===== src/hw/cu_consts.svh =====
`ifndef CU_CONSTS_SVH
`define CU_CONSTS_SVH

// Datapath widths
`define WORD_W      32
`define REG_ADDR_W  5
`define ALU_OP_W    6 // ALU and RAM opcodes share this width

// Instruction field positions
`define OP_HI   31
`define OP_LO   30
`define RD_HI   29
`define RD_LO   25
`define OP2_HI  24
`define OP2_LO  22
`define OP3_HI  24
`define OP3_LO  19
`define RS1_HI  18
`define RS1_LO  14
`define I_BIT   13 // Immediate operand flag
`define RS2_HI  4
`define RS2_LO  0
`define CC_BIT  23 // op3 bit 4, set-condition-codes flag

// Instruction formats (op field)
`define OP_FMT2  2'b00 // SETHI and branches
`define OP_ARITH 2'b10
`define OP_MEM   2'b11

// Memory op3 codes
`define OP3_LDUW 6'd0
`define OP3_LDUB 6'd1
`define OP3_LDUH 6'd2
`define OP3_LDSB 6'd9
`define OP3_LDSH 6'd10
`define OP3_STW  6'd4
`define OP3_STB  6'd5
`define OP3_STH  6'd6
`define OP3_JMPL 6'h38 // Excluded from arithmetic

`define OP2_SETHI     3'b100
`define ALU_ADD       6'd0
`define RAM_LOAD_WORD 6'd0
`define REG_LINK      5'd15 // Return address register for CALL

// Micro-step counter and phase lengths in cycles
`define STEP_W      2
`define LEN_INIT    `STEP_W'(3)
`define LEN_FETCH   `STEP_W'(3)
`define LEN_EXEC    `STEP_W'(3)
`define LEN_ADDR    `STEP_W'(2)
`define LEN_STDATA  `STEP_W'(2)
`define LEN_PCADV   `STEP_W'(3)

`endif


===== src/hw/cuPkg.sv =====
`include "cu_consts.svh"

package cuPkg;

	// Control phases, one or more cycles each
	typedef enum logic [3:0]
	{
		INIT      = 4'd0,
		FETCH     = 4'd1,
		FETCHWAIT = 4'd2, // Waits on MFC
		IRLOAD    = 4'd3,
		DECODE    = 4'd4,
		EXEC      = 4'd5,
		ADDR      = 4'd6,
		STDATA    = 4'd7,
		MEMWAIT   = 4'd8, // Waits on MFC
		MDRLOAD   = 4'd9,
		RFWRITE   = 4'd10,
		PCADV     = 4'd11
	} phase_e;

	typedef enum logic [2:0] {SETHI, ARITH, LOAD, STORE, OTHER} instrClass_e;

	// Mux select encodings as seen by the datapath
	typedef enum logic [1:0] {A_REGPORT = 2'b00, A_CONST = 2'b01, A_NPC = 2'b10} aluASel_e;

	typedef enum logic [2:0]
	{
		B_REGPORT  = 3'b000,
		B_EXTENDER = 3'b001,
		B_MDR      = 3'b010,
		B_PC       = 3'b011,
		B_FOUR     = 3'b110 // Constant 4 for PC stepping
	} aluBSel_e;

	typedef enum logic [2:0] {EXT_SIMM13 = 3'b000, EXT_IMM22HI = 3'b100} extSel_e;
	typedef enum logic [1:0] {PCIN_NPC = 2'b00, PCIN_ALU = 2'b01} pcInSel_e;
	typedef enum logic {MDR_REGPORT = 1'b0, MDR_MEMORY = 1'b1} mdrSel_e;

	// Load enables, all one-cycle pulses except ramEn
	typedef struct packed
	{
		logic irEn;
		logic npcEn;
		logic pcEn;
		logic mdrEn;
		logic marEn;
		logic rfEn;
		logic ramEn; // Level, held through the MFC wait
		logic psrEn;
	} enables_t;

	typedef struct packed
	{
		logic pcClr;
		logic psrClr;
	} clears_t;

	typedef struct packed
	{
		aluASel_e aluA;
		aluBSel_e aluB;
		extSel_e  ext;
		pcInSel_e pcIn;
		mdrSel_e  mdr;
	} muxSel_t;

	// Register file ports
	typedef struct packed
	{
		logic [`REG_ADDR_W-1:0] inPC; // Write address
		logic [`REG_ADDR_W-1:0] inPA;
		logic [`REG_ADDR_W-1:0] inPB;
	} regAddr_t;

	typedef struct packed
	{
		logic [`REG_ADDR_W-1:0] rd;
		logic [`REG_ADDR_W-1:0] rs1;
		logic [`REG_ADDR_W-1:0] rs2;
		logic [`ALU_OP_W-1:0]   op3;
		logic                   imm;
		logic                   setCc;
	} instrFields_t;

endpackage


===== src/hw/controlUnit.sv =====
`timescale 1ns/100ps
`include "cu_consts.svh"

module controlUnit
(
	input  logic                 Clk,
	input  logic                 RESET,
	input  logic [`WORD_W-1:0]   irOut,
	input  logic                 MFC,
	output cuPkg::enables_t      enables,
	output cuPkg::clears_t       clears,
	output cuPkg::muxSel_t       muxSel,
	output cuPkg::regAddr_t      regAddr,
	output logic [`ALU_OP_W-1:0] aluOp,
	output logic [`ALU_OP_W-1:0] ramOpCode
);

	cuPkg::instrClass_e  instrClass;
	cuPkg::instrFields_t fields;
	cuPkg::phase_e       phase;
	logic                restart;
	logic                hold;
	logic                last;
	logic [`STEP_W-1:0]  length;
	logic [`STEP_W-1:0]  step;

	instrDecoder decoder
	(
		.irOut      (irOut),
		.instrClass (instrClass),
		.fields     (fields)
	);

	// Sequencing
	phaseFsm fsm
	(
		.Clk        (Clk),
		.RESET      (RESET),
		.MFC        (MFC),
		.instrClass (instrClass),
		.last       (last),
		.phase      (phase),
		.restart    (restart),
		.hold       (hold),
		.length     (length)
	);

	stepCounter counter
	(
		.Clk     (Clk),
		.RESET   (RESET),
		.restart (restart),
		.hold    (hold),
		.length  (length),
		.step    (step),
		.last    (last)
	);

	// Outputs to the datapath
	controlWordGen wordGen
	(
		.phase     (phase),
		.step      (step),
		.fields    (fields),
		.enables   (enables),
		.clears    (clears),
		.muxSel    (muxSel),
		.regAddr   (regAddr),
		.ramOpCode (ramOpCode),
		.aluOp     (aluOp)
	);

endmodule


===== src/hw/controlWordGen.sv =====
`timescale 1ns/100ps
`include "cu_consts.svh"

module controlWordGen
(
	input  cuPkg::phase_e         phase,
	input  logic [`STEP_W-1:0]    step,
	input  cuPkg::instrFields_t   fields,
	output cuPkg::enables_t       enables,
	output cuPkg::clears_t        clears,
	output cuPkg::muxSel_t        muxSel,
	output cuPkg::regAddr_t       regAddr,
	output logic [`ALU_OP_W-1:0]  ramOpCode,
	output logic [`ALU_OP_W-1:0]  aluOp
);

	logic            step0;
	logic            step1;
	logic            step2;
	logic            isSethi;
	cuPkg::aluBSel_e operandB;

	assign step0 = (step == `STEP_W'(0));
	assign step1 = (step == `STEP_W'(1));
	assign step2 = (step == `STEP_W'(2));

	// Tag left by the decoder, only meaningful in EXEC
	assign isSethi = (fields.op3 == `OP3_JMPL);

	// Second operand, simm13 or rs2
	assign operandB = fields.imm ? cuPkg::B_EXTENDER : cuPkg::B_REGPORT;

	always_comb
	begin
		enables     = '0;
		clears      = '0;
		muxSel.aluA = cuPkg::A_REGPORT;
		muxSel.aluB = cuPkg::B_REGPORT;
		muxSel.ext  = cuPkg::EXT_SIMM13;
		muxSel.pcIn = cuPkg::PCIN_NPC;
		muxSel.mdr  = cuPkg::MDR_REGPORT;
		regAddr     = '0;
		aluOp       = `ALU_ADD;
		ramOpCode   = `RAM_LOAD_WORD;
		case (phase)
			cuPkg::INIT:
			begin
				clears.pcClr  = step0;
				clears.psrClr = step0;
				muxSel.aluA   = cuPkg::A_CONST; // 0 + 4 into NPC
				muxSel.aluB   = cuPkg::B_FOUR;
				enables.npcEn = step2;
			end
			cuPkg::FETCH:
			begin
				muxSel.aluB   = cuPkg::B_PC; // r0 + PC to MAR
				enables.marEn = step1;
				enables.ramEn = step2;
			end
			cuPkg::FETCHWAIT:
			begin
				muxSel.aluB   = cuPkg::B_PC;
				enables.ramEn = 1'b1;
			end
			cuPkg::IRLOAD:
				enables.irEn = 1'b1;
			cuPkg::EXEC:
			begin
				regAddr.inPC = fields.rd;
				enables.rfEn = step1;
				if (isSethi)
				begin
					muxSel.ext  = cuPkg::EXT_IMM22HI; // imm22 << 10, plus r0
					muxSel.aluB = cuPkg::B_EXTENDER;
				end
				else
				begin
					aluOp         = fields.op3;
					regAddr.inPA  = fields.rs1;
					regAddr.inPB  = fields.rs2;
					muxSel.aluB   = operandB;
					enables.psrEn = step1 & fields.setCc; // Flags only for cc forms
				end
			end
			cuPkg::ADDR:
			begin
				regAddr.inPA  = fields.rs1; // Effective address
				regAddr.inPB  = fields.rs2;
				muxSel.aluB   = operandB;
				ramOpCode     = fields.op3;
				enables.marEn = step1;
			end
			cuPkg::STDATA:
			begin
				regAddr.inPA  = fields.rd; // Store data from rd
				ramOpCode     = fields.op3;
				enables.mdrEn = step1;
			end
			cuPkg::MEMWAIT:
			begin
				ramOpCode     = fields.op3;
				muxSel.mdr    = cuPkg::MDR_MEMORY;
				enables.ramEn = 1'b1;
			end
			cuPkg::MDRLOAD:
			begin
				ramOpCode     = fields.op3;
				muxSel.mdr    = cuPkg::MDR_MEMORY;
				muxSel.aluB   = cuPkg::B_MDR;
				regAddr.inPC  = fields.rd;
				enables.mdrEn = 1'b1;
			end
			cuPkg::RFWRITE:
			begin
				ramOpCode    = fields.op3;
				muxSel.aluB  = cuPkg::B_MDR; // r0 + MDR to rd
				regAddr.inPC = fields.rd;
				enables.rfEn = 1'b1;
			end
			cuPkg::PCADV:
			begin
				muxSel.aluA   = cuPkg::A_NPC; // NPC -> PC, NPC + 4 -> NPC
				muxSel.aluB   = cuPkg::B_FOUR;
				muxSel.pcIn   = cuPkg::PCIN_NPC;
				enables.pcEn  = step1;
				enables.npcEn = step1;
			end
			default:
				aluOp = `ALU_ADD; // DECODE drives nothing
		endcase
	end

endmodule


===== src/hw/instrDecoder.sv =====
`timescale 1ns/100ps
`include "cu_consts.svh"

module instrDecoder
(
	input  logic [`WORD_W-1:0]  irOut,
	output cuPkg::instrClass_e  instrClass,
	output cuPkg::instrFields_t fields
);

	logic [1:0]           op;
	logic [2:0]           op2;
	logic [`ALU_OP_W-1:0] op3;

	assign op  = irOut[`OP_HI:`OP_LO];
	assign op2 = irOut[`OP2_HI:`OP2_LO];
	assign op3 = irOut[`OP3_HI:`OP3_LO];

	// Instruction class from op, op2 and op3
	always_comb
	begin
		instrClass = cuPkg::OTHER; // Unknown codes fall through as no-ops
		case (op)
			`OP_FMT2:
				if (op2 == `OP2_SETHI)
					instrClass = cuPkg::SETHI;
			`OP_ARITH:
				if (op3 != `OP3_JMPL)
					instrClass = cuPkg::ARITH;
			`OP_MEM:
				case (op3)
					`OP3_LDUW, `OP3_LDUB, `OP3_LDUH, `OP3_LDSB, `OP3_LDSH:
						instrClass = cuPkg::LOAD;
					`OP3_STW, `OP3_STB, `OP3_STH:
						instrClass = cuPkg::STORE;
					default:
						instrClass = cuPkg::OTHER;
				endcase
			default:
				instrClass = cuPkg::OTHER; // CALL and branches
		endcase
	end

	always_comb
	begin
		fields.rd    = irOut[`RD_HI:`RD_LO];
		fields.rs1   = irOut[`RS1_HI:`RS1_LO];
		fields.rs2   = irOut[`RS2_HI:`RS2_LO];
		fields.op3   = op3;
		fields.imm   = irOut[`I_BIT];
		fields.setCc = irOut[`CC_BIT];
		// SETHI is tagged with the JMPL code, which never reaches EXEC as arithmetic
		if (instrClass == cuPkg::SETHI)
			fields.op3 = `OP3_JMPL;
	end

endmodule


===== src/hw/phaseFsm.sv =====
`timescale 1ns/100ps
`include "cu_consts.svh"

module phaseFsm
(
	input  logic               Clk,
	input  logic               RESET,
	input  logic               MFC,
	input  cuPkg::instrClass_e instrClass,
	input  logic               last,
	output cuPkg::phase_e      phase,
	output logic               restart,
	output logic               hold,
	output logic [`STEP_W-1:0] length
);

	cuPkg::phase_e phaseNext;

	always_ff @(posedge Clk)
	begin
		if (RESET)
			phase <= cuPkg::INIT;
		else
			phase <= phaseNext;
	end

	// Phase length and wait flag
	always_comb
	begin
		hold   = 1'b0;
		length = `STEP_W'(1); // Single-cycle phases
		case (phase)
			cuPkg::INIT:      length = `LEN_INIT;
			cuPkg::FETCH:     length = `LEN_FETCH;
			cuPkg::EXEC:      length = `LEN_EXEC;
			cuPkg::ADDR:      length = `LEN_ADDR;
			cuPkg::STDATA:    length = `LEN_STDATA;
			cuPkg::PCADV:     length = `LEN_PCADV;
			cuPkg::FETCHWAIT,
			cuPkg::MEMWAIT:   hold = 1'b1; // Ended by MFC only
			default:          hold = 1'b0;
		endcase
	end

	// Leave the phase on its last step, or on MFC while waiting
	assign restart = hold ? MFC : last;

	always_comb
	begin
		phaseNext = phase;
		if (restart)
		begin
			case (phase)
				cuPkg::INIT:      phaseNext = cuPkg::FETCH;
				cuPkg::FETCH:     phaseNext = cuPkg::FETCHWAIT;
				cuPkg::FETCHWAIT: phaseNext = cuPkg::IRLOAD;
				cuPkg::IRLOAD:    phaseNext = cuPkg::DECODE;
				cuPkg::DECODE:
				begin
					case (instrClass)
						cuPkg::SETHI,
						cuPkg::ARITH: phaseNext = cuPkg::EXEC;
						cuPkg::LOAD,
						cuPkg::STORE: phaseNext = cuPkg::ADDR;
						default:      phaseNext = cuPkg::PCADV; // No-op
					endcase
				end
				cuPkg::EXEC:      phaseNext = cuPkg::PCADV;
				cuPkg::ADDR:
					// Stores stage the data word first
					phaseNext = (instrClass == cuPkg::STORE) ? cuPkg::STDATA : cuPkg::MEMWAIT;
				cuPkg::STDATA:    phaseNext = cuPkg::MEMWAIT;
				cuPkg::MEMWAIT:
					phaseNext = (instrClass == cuPkg::LOAD) ? cuPkg::MDRLOAD : cuPkg::PCADV;
				cuPkg::MDRLOAD:   phaseNext = cuPkg::RFWRITE;
				cuPkg::RFWRITE:   phaseNext = cuPkg::PCADV;
				cuPkg::PCADV:     phaseNext = cuPkg::FETCH;
				default:          phaseNext = cuPkg::INIT;
			endcase
		end
	end

endmodule


===== src/hw/stepCounter.sv =====
`timescale 1ns/100ps
`include "cu_consts.svh"

module stepCounter
(
	input  logic              Clk,
	input  logic              RESET,
	input  logic              restart, // Phase change, back to step 0
	input  logic              hold,    // Freeze during MFC waits
	input  logic [`STEP_W-1:0] length,
	output logic [`STEP_W-1:0] step,
	output logic              last
);

	always_ff @(posedge Clk)
	begin
		if (RESET)
			step <= '0;
		else if (restart)
			step <= '0; // Wins over hold when MFC ends a wait
		else if (!hold)
			step <= step + 1'b1;
	end

	// Final micro-step of the current phase
	assign last = (step == `STEP_W'(length - 1'b1));

endmodule


===== config.mk =====
export PLATFORM = sky130hd
export DESIGN_NAME = controlUnit
export DESIGN_NICKNAME = d
export VERILOG_FILES = /design/src/hw/cuPkg.sv /design/src/hw/controlUnit.sv /design/src/hw/controlWordGen.sv /design/src/hw/instrDecoder.sv /design/src/hw/phaseFsm.sv /design/src/hw/stepCounter.sv
export VERILOG_INCLUDE_DIRS = /design/src /design/src/hw
export SDC_FILE = /design/constraint.sdc
export NUM_CORES = 1
export LEC_CHECK = 0
export BUFFER_PORTS_ARGS = -buffer_cell sky130_fd_sc_hd__buf_2
export CAP_MARGIN = 20
export CORE_ASPECT_RATIO = 0.6
export CORE_UTILIZATION = 32
export CTS_CLUSTER_DIAMETER = 120
export CTS_CLUSTER_SIZE = 24
export DETAILED_ROUTE_END_ITERATION = 7
export GPL_ROUTABILITY_DRIVEN = 1
export PLACE_DENSITY = 0.77
export SETUP_SLACK_MARGIN = 0.15
export SYNTH_ARGS = -nofsm -noshare
export SYNTH_HDL_FRONTEND = slang
export SYNTH_SLANG_ARGS = --single-unit

===== constraint.sdc =====
create_clock -name Clk -period 4.6 [get_ports Clk]
set_input_delay 0.23 -clock Clk [delete_from_list [all_inputs] [get_ports Clk]]
set_output_delay 0.23 -clock Clk [all_outputs]
set_load 0.03 [all_outputs]

==> metrics.md <==
| Metric | Value |
|---|---|
| Row count | 16 |
| Finished Layout Cells | 267 |
| Worst Hold Class | in -> reg |
| Post-synthesis cell area | 1176 um^2 |
| Post-route cell area | 1548 um^2 |
| Netlist cell types | 51 |
| Largest net degree at the start of global routing | 25 |
| DIE WIDTH | 80.27 um |
| Async SR Flop Fraction | 0% |
| Outcome | completed |
| Slew HR | 44.72% |
| Tmin final | 2.611 ns |
| Crit share post-route | 56.77% |
| Ys Warns | 0 |
| Count of final setup violators | 0 |
| Routed WL | 3.399 mm |
| Setup ws final | 1.989 ns |
| Num CTS Buffers | 3 |
| Predominant post-synthesis flop cell | dfxtp_1 |
| Post-synth EDFFs | 0 |
| Core area | 3383 um^2 |
| Fill cells | 349 |
| Via count | 1380 |
| Mean Syn Cell Area | 7.397 um^2 |
| Violation count after the first detailed-route iteration | 74 |
| Vias in the first global route | 1135 |
| Placed instance count | 264 |
| Peak supply drop | 328.4 uV |
| Synth top area share | 10.21% |
| Unrepaired setup endpoints after global routing | false |
| All-Layer GR Usage | 17.20% |
| Hold-fix buffers at CTS | 0 |
| Post-place setup slack | 2.273 ns |
| Antenna-violating nets left | 0 |
| Critical path required time | 4.37 ns |
| Post-CTS Resized | 0 |
| CP startpoint | fsm.phase[0]$_SDFFE_PP0P_ |
| Top post-synthesis cells by area | dfxtp_1 10%, and2_1 6.9%, and3_1 5.9%, ha_1 5.3%, buf_4 5.1% |
| Pwr/cell area | 300.7 nW/um^2 |
| First-pass GRT wire length | 5.271 mm |
| Fin nets | 264 |
| Worst slew pin tran | 0.8280 ns |
| CTS clk-pin slew, worst paths | 0.04 ns |
| Static leakage | 0.0008243 uW |
| CP max FO | 21 |
| Setup crit start kind | flip-flop |
| Final setup TNS | 0 ns |
| RePlAce Congestion | 0.7699 |
| Buffers on Ports | 70 |
| Latest clock arrival within the worst-skew pair | 0.23 ns |
| Endpoints failing hold | 0 |
| DIE AREA | 3930 um^2 |
| Worst hold path startpoint | RESET |
| Flops & latches, synth | 6 |
| Initial Util | 34.76% |
| Layout Skew | 0.003849 ns |
| CP Capture Type | primary output |
| Total congestion overflow | 0 |
| Antenna diodes | 0 |
| Drt pass-1 iters | 4 |
| Critical path class | reg -> out |
| Post-CTS setup repair buffer count | 0 |
| Largest area contributor in the netlist | dfxtp_1 |
| Post-DR wirelength/cell | 12.73 um |
| Clock Tree Root | clkbuf_8 |
| Max Cap Viol | 0 |
| Register area share after synthesis | 10.21% |
| Area Growth Syn to Fin | 31.60% |
| Antenna violations before repair | 0 |
| Dpl cell area | 1506 um^2 |
| Io pins | 83 |
| H-tree depth | 1 |
| Die height | 48.96 um |
| Layout cells sized above 1 | 39.19% |
| CP arrival | 2.38 ns |
| Clock Tree Buf Depth | 2 |
| R2R Setup Slk | 2.49 ns |
| Dpl hpwl | 2.652 mm |
| DRC viols | 0 |
| Max-slew violations | 0 |
| TritonCTS Sinks | 6 |
| Synthesized instance count | 159 |
| CTS tree | yes |
| Achievable Freq | 382.9 MHz |
| Vias per cell | 5.169 |
| Origin of the critical flop-to-flop path | fsm.phase[1]$_SDFFE_PP0P_ |
## worst paths after layout
path / to / cells after the start
worst max register to register: fsm.phase[0]$_SDFFE_PP0P_ / 5
worst max-delay path: regAddr[9] / 6
worst min-delay path: counter.step[0]$_SDFFE_PP0N_ / 2
worst min register to register: counter.step[1]$_SDFFE_PP0N_ / 2
## per-layer routing
metal | GRT usage, % | vias up | part of all wire, %
li1 | - | 709 | -
met1 | 24.44 | 616 | 51
met2 | 25.07 | 53 | 41
met3 | 4.299 | 2 | 7.9
met4 | 5.655 | 0 | 0.59
met5 | 0 | - | 0
## synthesized netlist by cell type (all sizes together), types with 3 or more instances
library cell	count
a211oi	4
a21o	4
a21oi	9
a22o	5
a31oi	3
and2	13
and3	11
buf	10
clkbuf	3
dfxtp	6
ha	5
inv	9
nand2	8
nor2	12
nor2b	5
nor3	4
nor4	5
o21a	4
o21ai	6
o2bb2ai	4
## where the power goes
group / leakage [uW] / switching [uW] / internal [uW]
Combinational: 0.000754 / 187 / 101
Sequential: 0.0000490 / 32.5 / 63.8
Clock: 0.0000216 / 24.6 / 56.4
## through the flow
stage | util (%) | hold WS, ns | total power (uW)
3_5_place_dp | 44.53 | 0.4838 | 381.8
6_report | 45.75 | 0.2510 | 465.4
5_1_grt | 45.75 | 0.2655 | 500.6
2_1_floorplan | - | 0.3063 | 326.3
4_1_cts | 45.75 | 0.2470 | 466.1
3_3_place_gp | 44.53 | 0.4794 | 378.9
## cell families after synthesis
logic type	after synthesis	share of synthesized area, %
AOI/OAI and AO/OA	47	31.70
and+or+nand+nor	74	39.04
DFF	6	10.21
buffers and inverters	22	10.32
adders and majority gates	5	5.319
other	1	0.3188
xor gates and xnor gates	3	2.234
muxes	1	0.8511
## registers in the layout (all words and copies together), names as in the netlist
signal	count
fsm.phase	4
counter.step	2
## area by class of cell
class / count / area (um^2) / area share [%]
clock buffers: 3 / 41.29 / 2.668
multi-input cells: 134 / 945.9 / 61.12
flip-flops and latches: 6 / 120.1 / 7.761
repair buffers: 70 / 350.3 / 22.64
well taps: 45 / 56.30 / 3.638
inverters: 9 / 33.78 / 2.183
## placed cells by master, fill, tap and decap left out, types with 3 or more instances in the layout
| cell | Yosys | routed |
|---|---|---|
| o2bb2ai_1 | 3 | 3 |
| and2_1 | 13 | 13 |
| nor2_1 | 12 | 12 |
| o21ai_0 | 4 | 4 |
| inv_1 | 9 | 9 |
| dfxtp_1 | 6 | 6 |
| a31oi_1 | 3 | 3 |
| o21a_1 | 4 | 4 |
| a21oi_1 | 7 | 7 |
| and3_1 | 11 | 11 |
| nor4_1 | 4 | 4 |
| nor2b_1 | 5 | 5 |
| conb_1 | 1 | 4 |
| nand2_1 | 8 | 8 |
| a21o_1 | 4 | 4 |
| a211oi_1 | 4 | 4 |
| a22o_1 | 5 | 5 |
| buf_2 | 1 | 70 |
| ha_1 | 5 | 5 |
| clkbuf_8 | 0 | 3 |
## critical path, stage by stage (launching register included)
cell     delay, ns
dfxtp_1       0.73
inv_1         0.30
nor2_1        0.24
nand3_1       0.13
a21oi_2       0.35
a22o_1        0.20
buf_2         0.20
No activity file was read; power rests on OpenSTA's default activity.
